File: config.mk
export PLATFORM = sky130hd
export DESIGN_NAME = icache_hit_select
export DESIGN_NICKNAME = d
export VERILOG_FILES = /design/src/icache_pkg.sv /design/src/icache_hit_select.sv
export VERILOG_INCLUDE_DIRS = /design/src
export SDC_FILE = /design/constraint.sdc
export NUM_CORES = 1
export LEC_CHECK = 0
export ABC_AREA = 0
export BUFFER_PORTS_ARGS = -buffer_cell sky130_fd_sc_hd__buf_2
export CELL_PAD_IN_SITES_DETAIL_PLACEMENT = 1
export CELL_PAD_IN_SITES_GLOBAL_PLACEMENT = 2
export CORE_MARGIN = 3
export CORE_UTILIZATION = 10
export DETAILED_ROUTE_END_ITERATION = 7
export PLACE_DENSITY_LB_ADDON = 0.1
export SETUP_SLACK_MARGIN = 0.4
export SLEW_MARGIN = 0
export SYNTH_ARGS = -nofsm -noshare
export SYNTH_HDL_FRONTEND = slang
export SYNTH_SLANG_ARGS = --single-unit
File: constraint.sdc
create_clock -name vclk -period 0.97
set_input_delay 0 -clock vclk [all_inputs]
set_output_delay 0 -clock vclk [all_outputs]
set_load 0.05 [all_outputs]
File: src/icache_defs.svh
`ifndef ICACHE_DEFS_SVH
`define ICACHE_DEFS_SVH

// cache geometry
`define ICACHE_WAYS        4
`define ICACHE_SETS        128
`define ICACHE_LINE_WORDS  8

// bus widths
`define ICACHE_ADDR_W      32
`define ICACHE_WORD_W      32

`endif
File: src/icache_pkg.sv
`include "icache_defs.svh"

package icache_pkg;

    localparam int unsigned INDEX_W   = $clog2(`ICACHE_SETS);
    localparam int unsigned OFFSET_W  = $clog2(`ICACHE_LINE_WORDS);
    localparam int unsigned BYTE_W    = $clog2(`ICACHE_WORD_W / 8);
    localparam int unsigned TAG_W     = `ICACHE_ADDR_W - INDEX_W - OFFSET_W - BYTE_W;
    localparam int unsigned WAY_IDX_W = $clog2(`ICACHE_WAYS);

    typedef logic [`ICACHE_WORD_W-1:0] word_t;
    typedef logic [TAG_W-1:0]          tag_t;
    typedef logic [INDEX_W-1:0]        index_t;
    typedef logic [OFFSET_W-1:0]       offset_t;
    typedef logic [WAY_IDX_W-1:0]      way_idx_t;
    typedef logic [`ICACHE_WAYS-1:0]   way_mask_t;

    typedef struct packed {
        tag_t              tag;
        index_t            index;
        offset_t           offset;
        logic [BYTE_W-1:0] byte_sel;
    } fetch_addr_t;

    // read request to all ways
    typedef struct packed {
        logic    en;
        index_t  index;
        offset_t offset;
    } lookup_t;

    // one refill beat
    typedef struct packed {
        logic    valid;
        index_t  index;
        offset_t offset;
        tag_t    tag;
        logic    last;
        word_t   data;
    } fill_t;

    typedef struct packed {
        logic  hit;
        word_t word;
    } way_out_t;

endpackage

File: src/icache_hit_select.sv
`timescale 1ns/1ps
`include "icache_defs.svh"

module icache_hit_select
    import icache_pkg::*;
(
    input  way_out_t results [`ICACHE_WAYS],
    output logic     hit,
    output way_idx_t hit_way,
    output word_t    word
);

    always_comb begin
        hit = 1'b0;
        for (int i = 0; i < `ICACHE_WAYS; i++) begin
            hit = hit | results[i].hit;
        end
    end

    // at most one way hits, so the encoder needs no priority
    always_comb begin
        hit_way = '0;
        for (int i = 0; i < `ICACHE_WAYS; i++) begin
            if (results[i].hit) begin
                hit_way = way_idx_t'(i);
            end
        end
    end

    assign word = results[hit_way].word;

endmodule

==> results.md <==
- Initial DRC count: 11
- Synth Instances: 120
- Utilization of the core after routing: around 38%
- Port buffer count: approximately 170
- Row count: 32
- Yosys warning total: 0
- Final worst-path cycle share: 101%
- Net Sw Frac: between 50% and 60%
- Final worst-path setup slack: -0.00783 ns
- Synthesized area: around 830 um2
- MaxCap Viol Count: 0
- M1 WL: 2630 um
- Fmax: 1.02 GHz
- Critical Path RT: a little under 1 ns
- Max Used Layer: met4
- CP arrival: just under 1 ns
- # diodes: 0
- Final hold vios: 0
- Routed met2 length: between 3000 and 4000 um
- Critical path's most frequent cell: buf_6
- First-pass GRT wire length: approximately 10,000 um
- Sink of the worst hold path: hit
- Total Wirelength: 6740 um
- Fill cell count: a little over 900
- Hold Crit Depth: 3
- Final Critical Period: just under 1 ns
- Sw Pwr: ~1100 uW
- Via/cell ratio: between 4 and 5
- Final setup vio count: 7
- Core Area: about 7900 um2
- Vias: 1,805
- Met3 WL post-DR: slightly above 500 um
- RSZ-0062 raised after global routing: true
- Finished Layout Cells: 401
- Post-Syn Nets: ~250
- Max FO, Critical Path: 8
- Avg Cell Area, Syn: slightly below 7 um2
- Fin. max-slew vios: 0
- Height of the chip: 97.2 um
- Starting Density: about a tenth
- DIE AREA: 9450 um2
- I/O pin count: 167
- Routability cong.: approximately 0.77
- Sequential power share: 0%
- Worst IR Drop VDD: about 210 uV
- Final HPWL DP: approximately 5000 um
- Leak pwr: approximately 0.0013 uW
- Cell Chain, Critical Path: buf_8, nor3_4, buf_6, buf_12, a22oi_2, o21ai_4, buf_6
- Startpoint Class: input port
- Crit path kind: in -> out
- Largest area contributor in the netlist: a22oi_1
- # placed instances: 383
- Aggregate global-route resource usage: about 13%
- Routed WL per cell: around 17 um
- Synth top area share: 55.9%
- Hold-fix buffers at CTS: 0
- Hold WC Path Type: in -> out
- Largest net degree at the start of global routing: 20
- Rel. slew slack: between 70 and 80%
- Slew @ Worst Pin: about 0.3 ns
- Number of global-route vias before repair: around 1,900
- Clock buf count: 0
- Pre-antenna DRT Iters: 2
- Initial antenna violation count: 0
- Post-DRT Antenna Nets: 0
- Area grow syn2layout: 258%
- Slowest CP cell: nor3_4
- Logic pwr share: 100.0%
- Die Width: about 100 um
- Residual DRC: 0
- CP peak stage delay: around 0.25 ns
- Post-route cell area: ~3000 um2
- Power Internal: just over 900 uW
- Sequential cell area: 0 um2
- Main area contributors after synthesis: a22oi_1 56%, o21ai_1 18%, buf_6 11%, buf_2 4.8%, nor3_4 2.0%
- Share of cells above drive strength 1: approximately nine tenths
- Clk pwr share: 0%
- Final #Nets: roughly 430
- Outcome: finished, violations left
- Final total power: 2000 uW
- Failing checks: negative setup slack
- PD cells: approximately 670 nW/um2
- Seq/Total Area, Yosys: 0%
- Worst Min Path Start: results[131]
- Synth unique cells: 14
- Crit. End Element: output pin
- Post-DP Area: 2250 um2
- Sequential cell count: 0
- Total congestion overflow: 0
[worst max-delay path by stage]
stage                start  endpoint  cells after the start  slack (ns)
3_5_place_dp   results[32]   word[0]                      6       -0.12
4_1_cts        results[98]   word[0]                      7       -0.03
3_3_place_gp   results[32]  word[14]                      6       -0.12
6_report       results[32]   word[1]                      7      -0.008
2_1_floorplan  results[65]  word[11]                      6        0.10
5_1_grt        results[32]   word[1]                      7       -0.07
[final cells by class]
class,instances,area (um2),share of cell area [%]
repair buffers,197,1600,53.7
multi-input cells,102,1250,42.1
well taps,102,128,4.29
[kinds of logic after synthesis]
kind of cell / share of synthesized area, %
AND/OR/NAND/NOR: 5.72
multiplexers: 2.56
AO/OA/AOI/OAI: 75.2
buffers and inverters: 16.5
[Yosys cell counts]
| cell | instances |
|---|---|
| a22oi_1 | 62 |
| buf_2 | 8 |
| buf_6 | 8 |
| clkbuf_1 | 2 |
| mux2_2 | 1 |
| mux2i_1 | 1 |
| nand2_1 | 1 |
| nand2b_1 | 1 |
| nor2b_2 | 1 |
| nor3_4 | 1 |
| o21ai_0 | 2 |
| o21ai_1 | 30 |
| or2_1 | 1 |
| or2_2 | 1 |
[layer usage]
metal  GRT usage (%)  up-vias
met5               0        -
met2            24.4       81
met3            2.66        2
li1                -      866
met1            15.7      856
met4           0.532        0
[critical path: cells and delay by family]
family | cells | cell delay (ns)
AND/OR/NAND/NOR | 1 | 0.25
buffers and inverters | 4 | 0.58
AO/OA/AOI/OAI | 2 | 0.15
[metrics by stage]
| stage | worst slack [ns] | hold slack [ns] | TNS [ns] |
|---|---|---|---|
| after floorplan | 0.100 | 0.187 | 0 |
| after global placement | -0.122 | 0.414 | -3.36 |
| after detailed placement | -0.122 | 0.415 | -3.08 |
| after CTS | -0.0267 | 0.321 | -0.0966 |
| after global routing | -0.0734 | 0.336 | -1.32 |
| final | -0.00783 | 0.319 | -0.0298 |
[power by group through the flow]
stage          clock network [uW]  logic [uW]  registers, uW
2_1_floorplan                   0        1070              0
6_report                        0        2000              0
4_1_cts                         0        1970              0
3_5_place_dp                    0        1560              0
3_3_place_gp                    0        1560              0
5_1_grt                         0        2100              0
[what timing repair did]
item                                    4_1_cts  5_1_grt
pin swaps                                     5       10
cloned                                        5        1
setup buffers                                 8        4
resized for setup                           128        4
endpoints found under the setup margin       35       35
[placed cells by master (no fill, tap or decap), drive strengths merged]
cell type / netlist / final
clkbuf: 2 / 1
o21ai: 32 / 32
nor2b: 1 / 1
nand2: 1 / 1
a22oi: 62 / 62
or2: 2 / 2
mux2: 1 / 1
buf: 16 / 196
mux2i: 1 / 1
nand2b: 1 / 1
nor3: 1 / 1
(Power assumes the default switching activity.)
