## config.mk

```make
export PLATFORM = sky130hd
export DESIGN_NAME = icache_ctrl
export DESIGN_NICKNAME = d
export VERILOG_FILES = /design/src/mem_bus_pkg.sv /design/src/icache_pkg.sv /design/src/icache_ctrl.sv
export VERILOG_INCLUDE_DIRS = /design/src
export SDC_FILE = /design/constraint.sdc
export NUM_CORES = 1
export LEC_CHECK = 0
export BUFFER_PORTS_ARGS = -buffer_cell sky130_fd_sc_hd__buf_4
export CAP_MARGIN = 15
export CORE_ASPECT_RATIO = 1.2
export CORE_MARGIN = 3
export CORE_UTILIZATION = 50
export DETAILED_ROUTE_END_ITERATION = 8
export PLACE_DENSITY = 0.74
export REMOVE_ABC_BUFFERS = 1
export SLEW_MARGIN = 20
export SYNTH_ARGS = -nofsm -noshare
export SYNTH_HDL_FRONTEND = slang
export SYNTH_SLANG_ARGS = --single-unit
```

## constraint.sdc

```tcl
create_clock -name clk -period 3.2 [get_ports clk]
set_input_delay 0.96 -clock clk [delete_from_list [all_inputs] [get_ports clk]]
set_output_delay 0.96 -clock clk [all_outputs]
set_load 0.02 [all_outputs]
```

## src/icache_defs.svh

```systemverilog
`ifndef ICACHE_DEFS_SVH
`define ICACHE_DEFS_SVH

// cache geometry
`define ICACHE_WAYS        4
`define ICACHE_SETS        128
`define ICACHE_LINE_WORDS  8

// bus widths
`define ICACHE_ADDR_W      32
`define ICACHE_WORD_W      32

`endif
```

## src/mem_bus_pkg.sv

```systemverilog
`include "icache_defs.svh"

package mem_bus_pkg;

    // read data beat without a ready
    typedef struct packed {
        logic [`ICACHE_WORD_W-1:0] data;
        logic                      last;
    } r_beat_t;

endpackage

```

## src/icache_pkg.sv

```systemverilog
`include "icache_defs.svh"

package icache_pkg;

    localparam int unsigned INDEX_W   = $clog2(`ICACHE_SETS);
    localparam int unsigned OFFSET_W  = $clog2(`ICACHE_LINE_WORDS);
    localparam int unsigned BYTE_W    = $clog2(`ICACHE_WORD_W / 8);
    localparam int unsigned TAG_W     = `ICACHE_ADDR_W - INDEX_W - OFFSET_W - BYTE_W;
    localparam int unsigned WAY_IDX_W = $clog2(`ICACHE_WAYS);

    typedef logic [`ICACHE_WORD_W-1:0] word_t;
    typedef logic [TAG_W-1:0]          tag_t;
    typedef logic [INDEX_W-1:0]        index_t;
    typedef logic [OFFSET_W-1:0]       offset_t;
    typedef logic [WAY_IDX_W-1:0]      way_idx_t;
    typedef logic [`ICACHE_WAYS-1:0]   way_mask_t;

    typedef struct packed {
        tag_t              tag;
        index_t            index;
        offset_t           offset;
        logic [BYTE_W-1:0] byte_sel;
    } fetch_addr_t;

    // read request to all ways
    typedef struct packed {
        logic    en;
        index_t  index;
        offset_t offset;
    } lookup_t;

    // one refill beat
    typedef struct packed {
        logic    valid;
        index_t  index;
        offset_t offset;
        tag_t    tag;
        logic    last;
        word_t   data;
    } fill_t;

    typedef struct packed {
        logic  hit;
        word_t word;
    } way_out_t;

endpackage

```

## src/icache_ctrl.sv

```systemverilog
`timescale 1ns/1ps
`include "icache_defs.svh"

module icache_ctrl
    import icache_pkg::*, mem_bus_pkg::*;
(
    input  logic        clk,
    input  logic        rst,

    input  logic        req_valid,
    input  fetch_addr_t req_addr,
    output logic        req_ready,
    output logic        resp_valid,
    output tag_t        req_tag,

    input  logic        hit,
    input  way_idx_t    hit_way,

    output lookup_t     lookup,
    output fill_t       fill,
    output way_mask_t   victim,

    output logic        ar_valid,
    input  logic        ar_ready,
    output fetch_addr_t ar_addr,

    input  logic        r_valid,
    input  r_beat_t     r_beat
);

    typedef enum logic [2:0] {
        st_idle,
        st_lookup,
        st_refill_addr,
        st_refill_data,
        st_replay
    } ctrl_state_t;

    ctrl_state_t             state;
    ctrl_state_t             state_next;
    fetch_addr_t             req_r;
    offset_t                 beat_cnt;
    way_mask_t               victim_r;
    way_idx_t                victim_idx;
    logic                    req_fire;
    logic                    miss;
    logic [`ICACHE_SETS-1:0] plru_root;
    logic [`ICACHE_SETS-1:0] plru_p0;
    logic [`ICACHE_SETS-1:0] plru_p1;

    // a hitting lookup frees the slot for the next request
    assign req_ready  = (state == st_idle) || (state == st_lookup && hit);
    assign req_fire   = req_valid && req_ready;
    assign miss       = (state == st_lookup) && !hit;
    assign resp_valid = (state == st_lookup) && hit;
    assign req_tag    = req_r.tag;

    always_comb begin
        lookup.en = req_fire || (state == st_replay);
        if (state == st_replay) begin
            lookup.index  = req_r.index;
            lookup.offset = req_r.offset;
        end else begin
            lookup.index  = req_addr.index;
            lookup.offset = req_addr.offset;
        end
    end

    always_comb begin
        state_next = state;
        case (state)
            st_idle: begin
                if (req_fire) begin
                    state_next = st_lookup;
                end
            end
            st_lookup: begin
                if (!hit) begin
                    state_next = st_refill_addr;
                end else if (!req_fire) begin
                    state_next = st_idle;
                end
            end
            st_refill_addr: begin
                if (ar_ready) begin
                    state_next = st_refill_data;
                end
            end
            st_refill_data: begin
                if (r_valid && r_beat.last) begin
                    state_next = st_replay;
                end
            end
            st_replay: begin
                state_next = st_lookup;
            end
            default: begin
                state_next = st_idle;
            end
        endcase
    end

    always_ff @(posedge clk) begin
        if (rst) begin
            state    <= st_idle;
            beat_cnt <= '0;
            victim_r <= '0;
        end else begin
            state <= state_next;
            if (miss) begin
                victim_r <= way_mask_t'(1) << victim_idx;
            end
            if (state == st_refill_addr && ar_ready) begin
                beat_cnt <= '0;
            end else if (fill.valid) begin
                beat_cnt <= beat_cnt + 1'b1;
            end
        end
    end

    always_ff @(posedge clk) begin
        if (req_fire) begin
            req_r <= req_addr;
        end
    end

    // tree plru where the root picks the pair and the pair bit picks the way
    assign victim_idx[1] = plru_root[req_r.index];
    assign victim_idx[0] = plru_root[req_r.index] ? plru_p1[req_r.index]
                                                  : plru_p0[req_r.index];

    always_ff @(posedge clk) begin
        if (rst) begin
            plru_root <= '0;
            plru_p0   <= '0;
            plru_p1   <= '0;
        end else if (resp_valid) begin
            // point away from the hit way
            plru_root[req_r.index] <= ~hit_way[1];
            if (hit_way[1]) begin
                plru_p1[req_r.index] <= ~hit_way[0];
            end else begin
                plru_p0[req_r.index] <= ~hit_way[0];
            end
        end
    end

    assign victim = victim_r;

    assign ar_valid = (state == st_refill_addr);
    assign ar_addr  = '{tag: req_r.tag, index: req_r.index, offset: '0, byte_sel: '0};

    assign fill = '{
        valid:  (state == st_refill_data) && r_valid,
        index:  req_r.index,
        offset: beat_cnt,
        tag:    req_r.tag,
        last:   r_beat.last,
        data:   r_beat.data
    };

endmodule

```

==> results.yml <==
clock_tree:
  cts_buffer_depth: 3
  clk_pin_slew_ns: 0.06
  cts_sinks: 424
  postCtsResizedCells: 0
  cts_root_buffer: "clkbuf_16"
  clkLatencyLatePin_ns: 0.55
  cts_setup_buffers: 0
  cts_hold_buf: 0
  cts_tree: "built"
  htreeDepth: 2
  cts_buffers: 41
global_routing:
  met3_usage_pct: 4.98
  use_met1_pct: 33.8
  grt_pass1_wl_um: 90900
  first_global_vias: 16200
  grtUsageTotal_pct: 26.0
  use_met2_pct: 42.5
  grt_overflow: 0
  grt_max_degree: 100
  antenna_found_initial: 0
  top_usage_layer: "met2"
synthesis:
  yosysMostFrequentCell: "dfxtp_1"
  synthTopCellsByCount: "dfxtp_1 (394), a21oi_1 (377), a311oi_1 (348)"
  synthArstFlopShare_pct: 0
  synth_seq_area_share_pct: 43.5
  synth.distinct_cells: 69
  synthTopCellsByArea: "dfxtp_1 (39%), a311oi_1 (15%), a21oi_1 (9.3%), mux4_2 (5.9%), buf_4 (4.5%)"
  synthFlopType: "dfxtp_1"
  ys_warn_count: 0
  synth_area_leader_cell: "dfxtp_1"
  ys_seq_elements: 424
  postSynthCellCount: 2046
  syn_area_per_cell_um2: 9.87
  netlist_area_um2: 20200
  synth_edf_count: 30
  synth_top_cell_area_share_pct: 39.1
min_path:
  whs_path_depth: 2
  min_path_type: "reg2reg"
  worstHoldStart: "plru_p0[113]"
  whs_endpoint: "plru_p0[113]"
routing:
  routedWlPerCell_um: 23.0
  drtPass1Iterations: 7
  detail_route.iter0.violations: 1856
  wirelength_um: 58200
  postRouteAntennaNets: 0
  via_per_inst: 6.81
  drcViolationCount: 0
  num_vias: 17200
final_layout:
  multiInputGateArea_um2: 9350
  antenna_cells: 0
  fin_nets: 2039
  fin_area_um2: 22500
  regArea_um2: 8790
  fin_util_pct: 56.4
  drive_gt1_share_pct: 21.1
  fillers: 3355
  syn_to_final_growth_pct: 11.3
power_and_ir_drop:
  ir_drop_mv: 0.452
  power.density_nw_per_um2: 539
  p_leak_nw: 7.20
floorplanning:
  ioPinCount: 207
  rows: 80
  core-area_um2: 39800
  dieWidth_um: 189
  initial_core_util_pct: 50.7
  die_h_um: 226
  dieArea_um2: 42900
sta:
  report.final.setup_viol: 0
  holdWs_ns: 0.498
  fin_setup_tns_ns: 0
  relSlewSlack_pct: 40.3
  fmax_ghz: 0.334
  slew_viol_final: 0
  fin_worst_skew_ns: 0.0125
  period_needed_ns: 2.99
  fin_ws_ns: 0.207
  rsz0062_at_grt: "no"
  hold_violations: 0
  post-route-period-util_pct: 93.5
  worstMarginPinSlew_ns: 0.893
worst_setup_path:
  critPathRequiredTime_ns: 2.24
  endpoint_kind: "output pin"
  path_cells: "buf_4 -> mux2_2 -> buf_4"
  cp_max_fo: 13
  slowest_stage: "edfxtp_1"
  slowest_delay_ns: 0.71
  crit_top_cell: "buf_4"
  criticalPathCategory: "reg2out"
  worst_setup_path_start_kind: "flop"
  rrSetupSlack_ns: 0.22
  rr_startpoint: "ar_addr[8]"
  cp_data_arrival_time_ns: 2.03
  ff2ff_path_depth: 6
  r2r-end: "victim[1]"
placed_design:
  placed_area_um2: 21000
  post-place-ws_ns: 0.313
  gp_congestion: 0.849
  port_buffers: 135
  dp_hpwl_um: 34900
status:
  status: "finished, final reports clean"
run:
  maxCapViolations: 0
[placed cells by master, fill, tap and decap left out, types with 11 or more instances in the layout]
master and n:
a311oi_1 348, a21oi_1 377, dfxtp_1 394, clkbuf_16 45
mux4_2 53, nand2_1 47, mux2i_1 38, mux2_2 20
buf_4 230, buf_12 23, nor3_1 21, a22o_1 11
edfxtp_1 30, a211oi_1 39, nor2_1 99, a22oi_1 21
and2_1 15
[worst max-delay path by stage]
stage / depth (start not counted) / startpoint / to / slack, ns
3_3_place_gp: 6 / hit / lookup[10] / 0.33
5_1_grt: 8 / ar_addr[8] / victim[2] / 0.17
2_1_floorplan: 4 / ar_addr[6] / plru_p0[102] / -3.61
4_1_cts: 3 / ar_addr[9] / lookup[7] / 0.24
6_report: 3 / ar_addr[9] / lookup[7] / 0.21
3_5_place_dp: 6 / hit / lookup[10] / 0.31
[cell families after synthesis]
group                    synth area share [%]
buffers and inverters                    10.6
multiplexers                             10.2
AND/OR/NAND/NOR                          6.01
AO/OA/AOI/OAI                            29.5
adder cells (fa/ha/maj)                0.0619
other                                  0.0186
XOR/XNOR                               0.0867
flip-flops                               43.5
[layout make-up]
cell class	count	area share [%]
repair buffers	255	9.85
multi-input cells	1236	41.6
clock buffers	59	5.47
well taps	533	2.97
clock inverters	16	0.880
inverters	7	0.128
flip-flops and latches	424	39.1
[report_power, final]
part | switching [mW] | leakage, nW | internal [mW]
sequential | 0.0666 | 3.46 | 5.40
combinational | 1.01 | 3.04 | 0.510
clock | 2.11 | 0.698 | 3.01
total | 3.19 | 7.20 | 8.93
[through the flow]
step / cells / power [mW]
final: 2530 / 12.1
after global routing: 2530 / 12.4
after CTS: 2530 / 12.1
after detailed placement: 2455 / 7.08
after global placement: 2455 / 7.07
after floorplan: 1667 / 6.25
[flip-flops by register name, summed over array words and instances, names as in the netlist]
name	flops
ar_addr	7
beat_cnt	3
plru_p0	128
plru_p1	128
plru_root	128
req_r	3
req_tag	20
state	3
victim	4
[critical path: cells and delay by family, from the launching register on]
family | cells | cell delay [ns]
mux | 1 | 0.22
buf+inv | 2 | 0.55
flops | 1 | 0.71
[metal layers]
metal  vias up  share of wire (%)
li1       7766                  -
met5         -              0.055
met2       958                 48
met1      8344                 39
met3       153                9.0
met4         2                3.9
(Power assumes the default switching activity.)
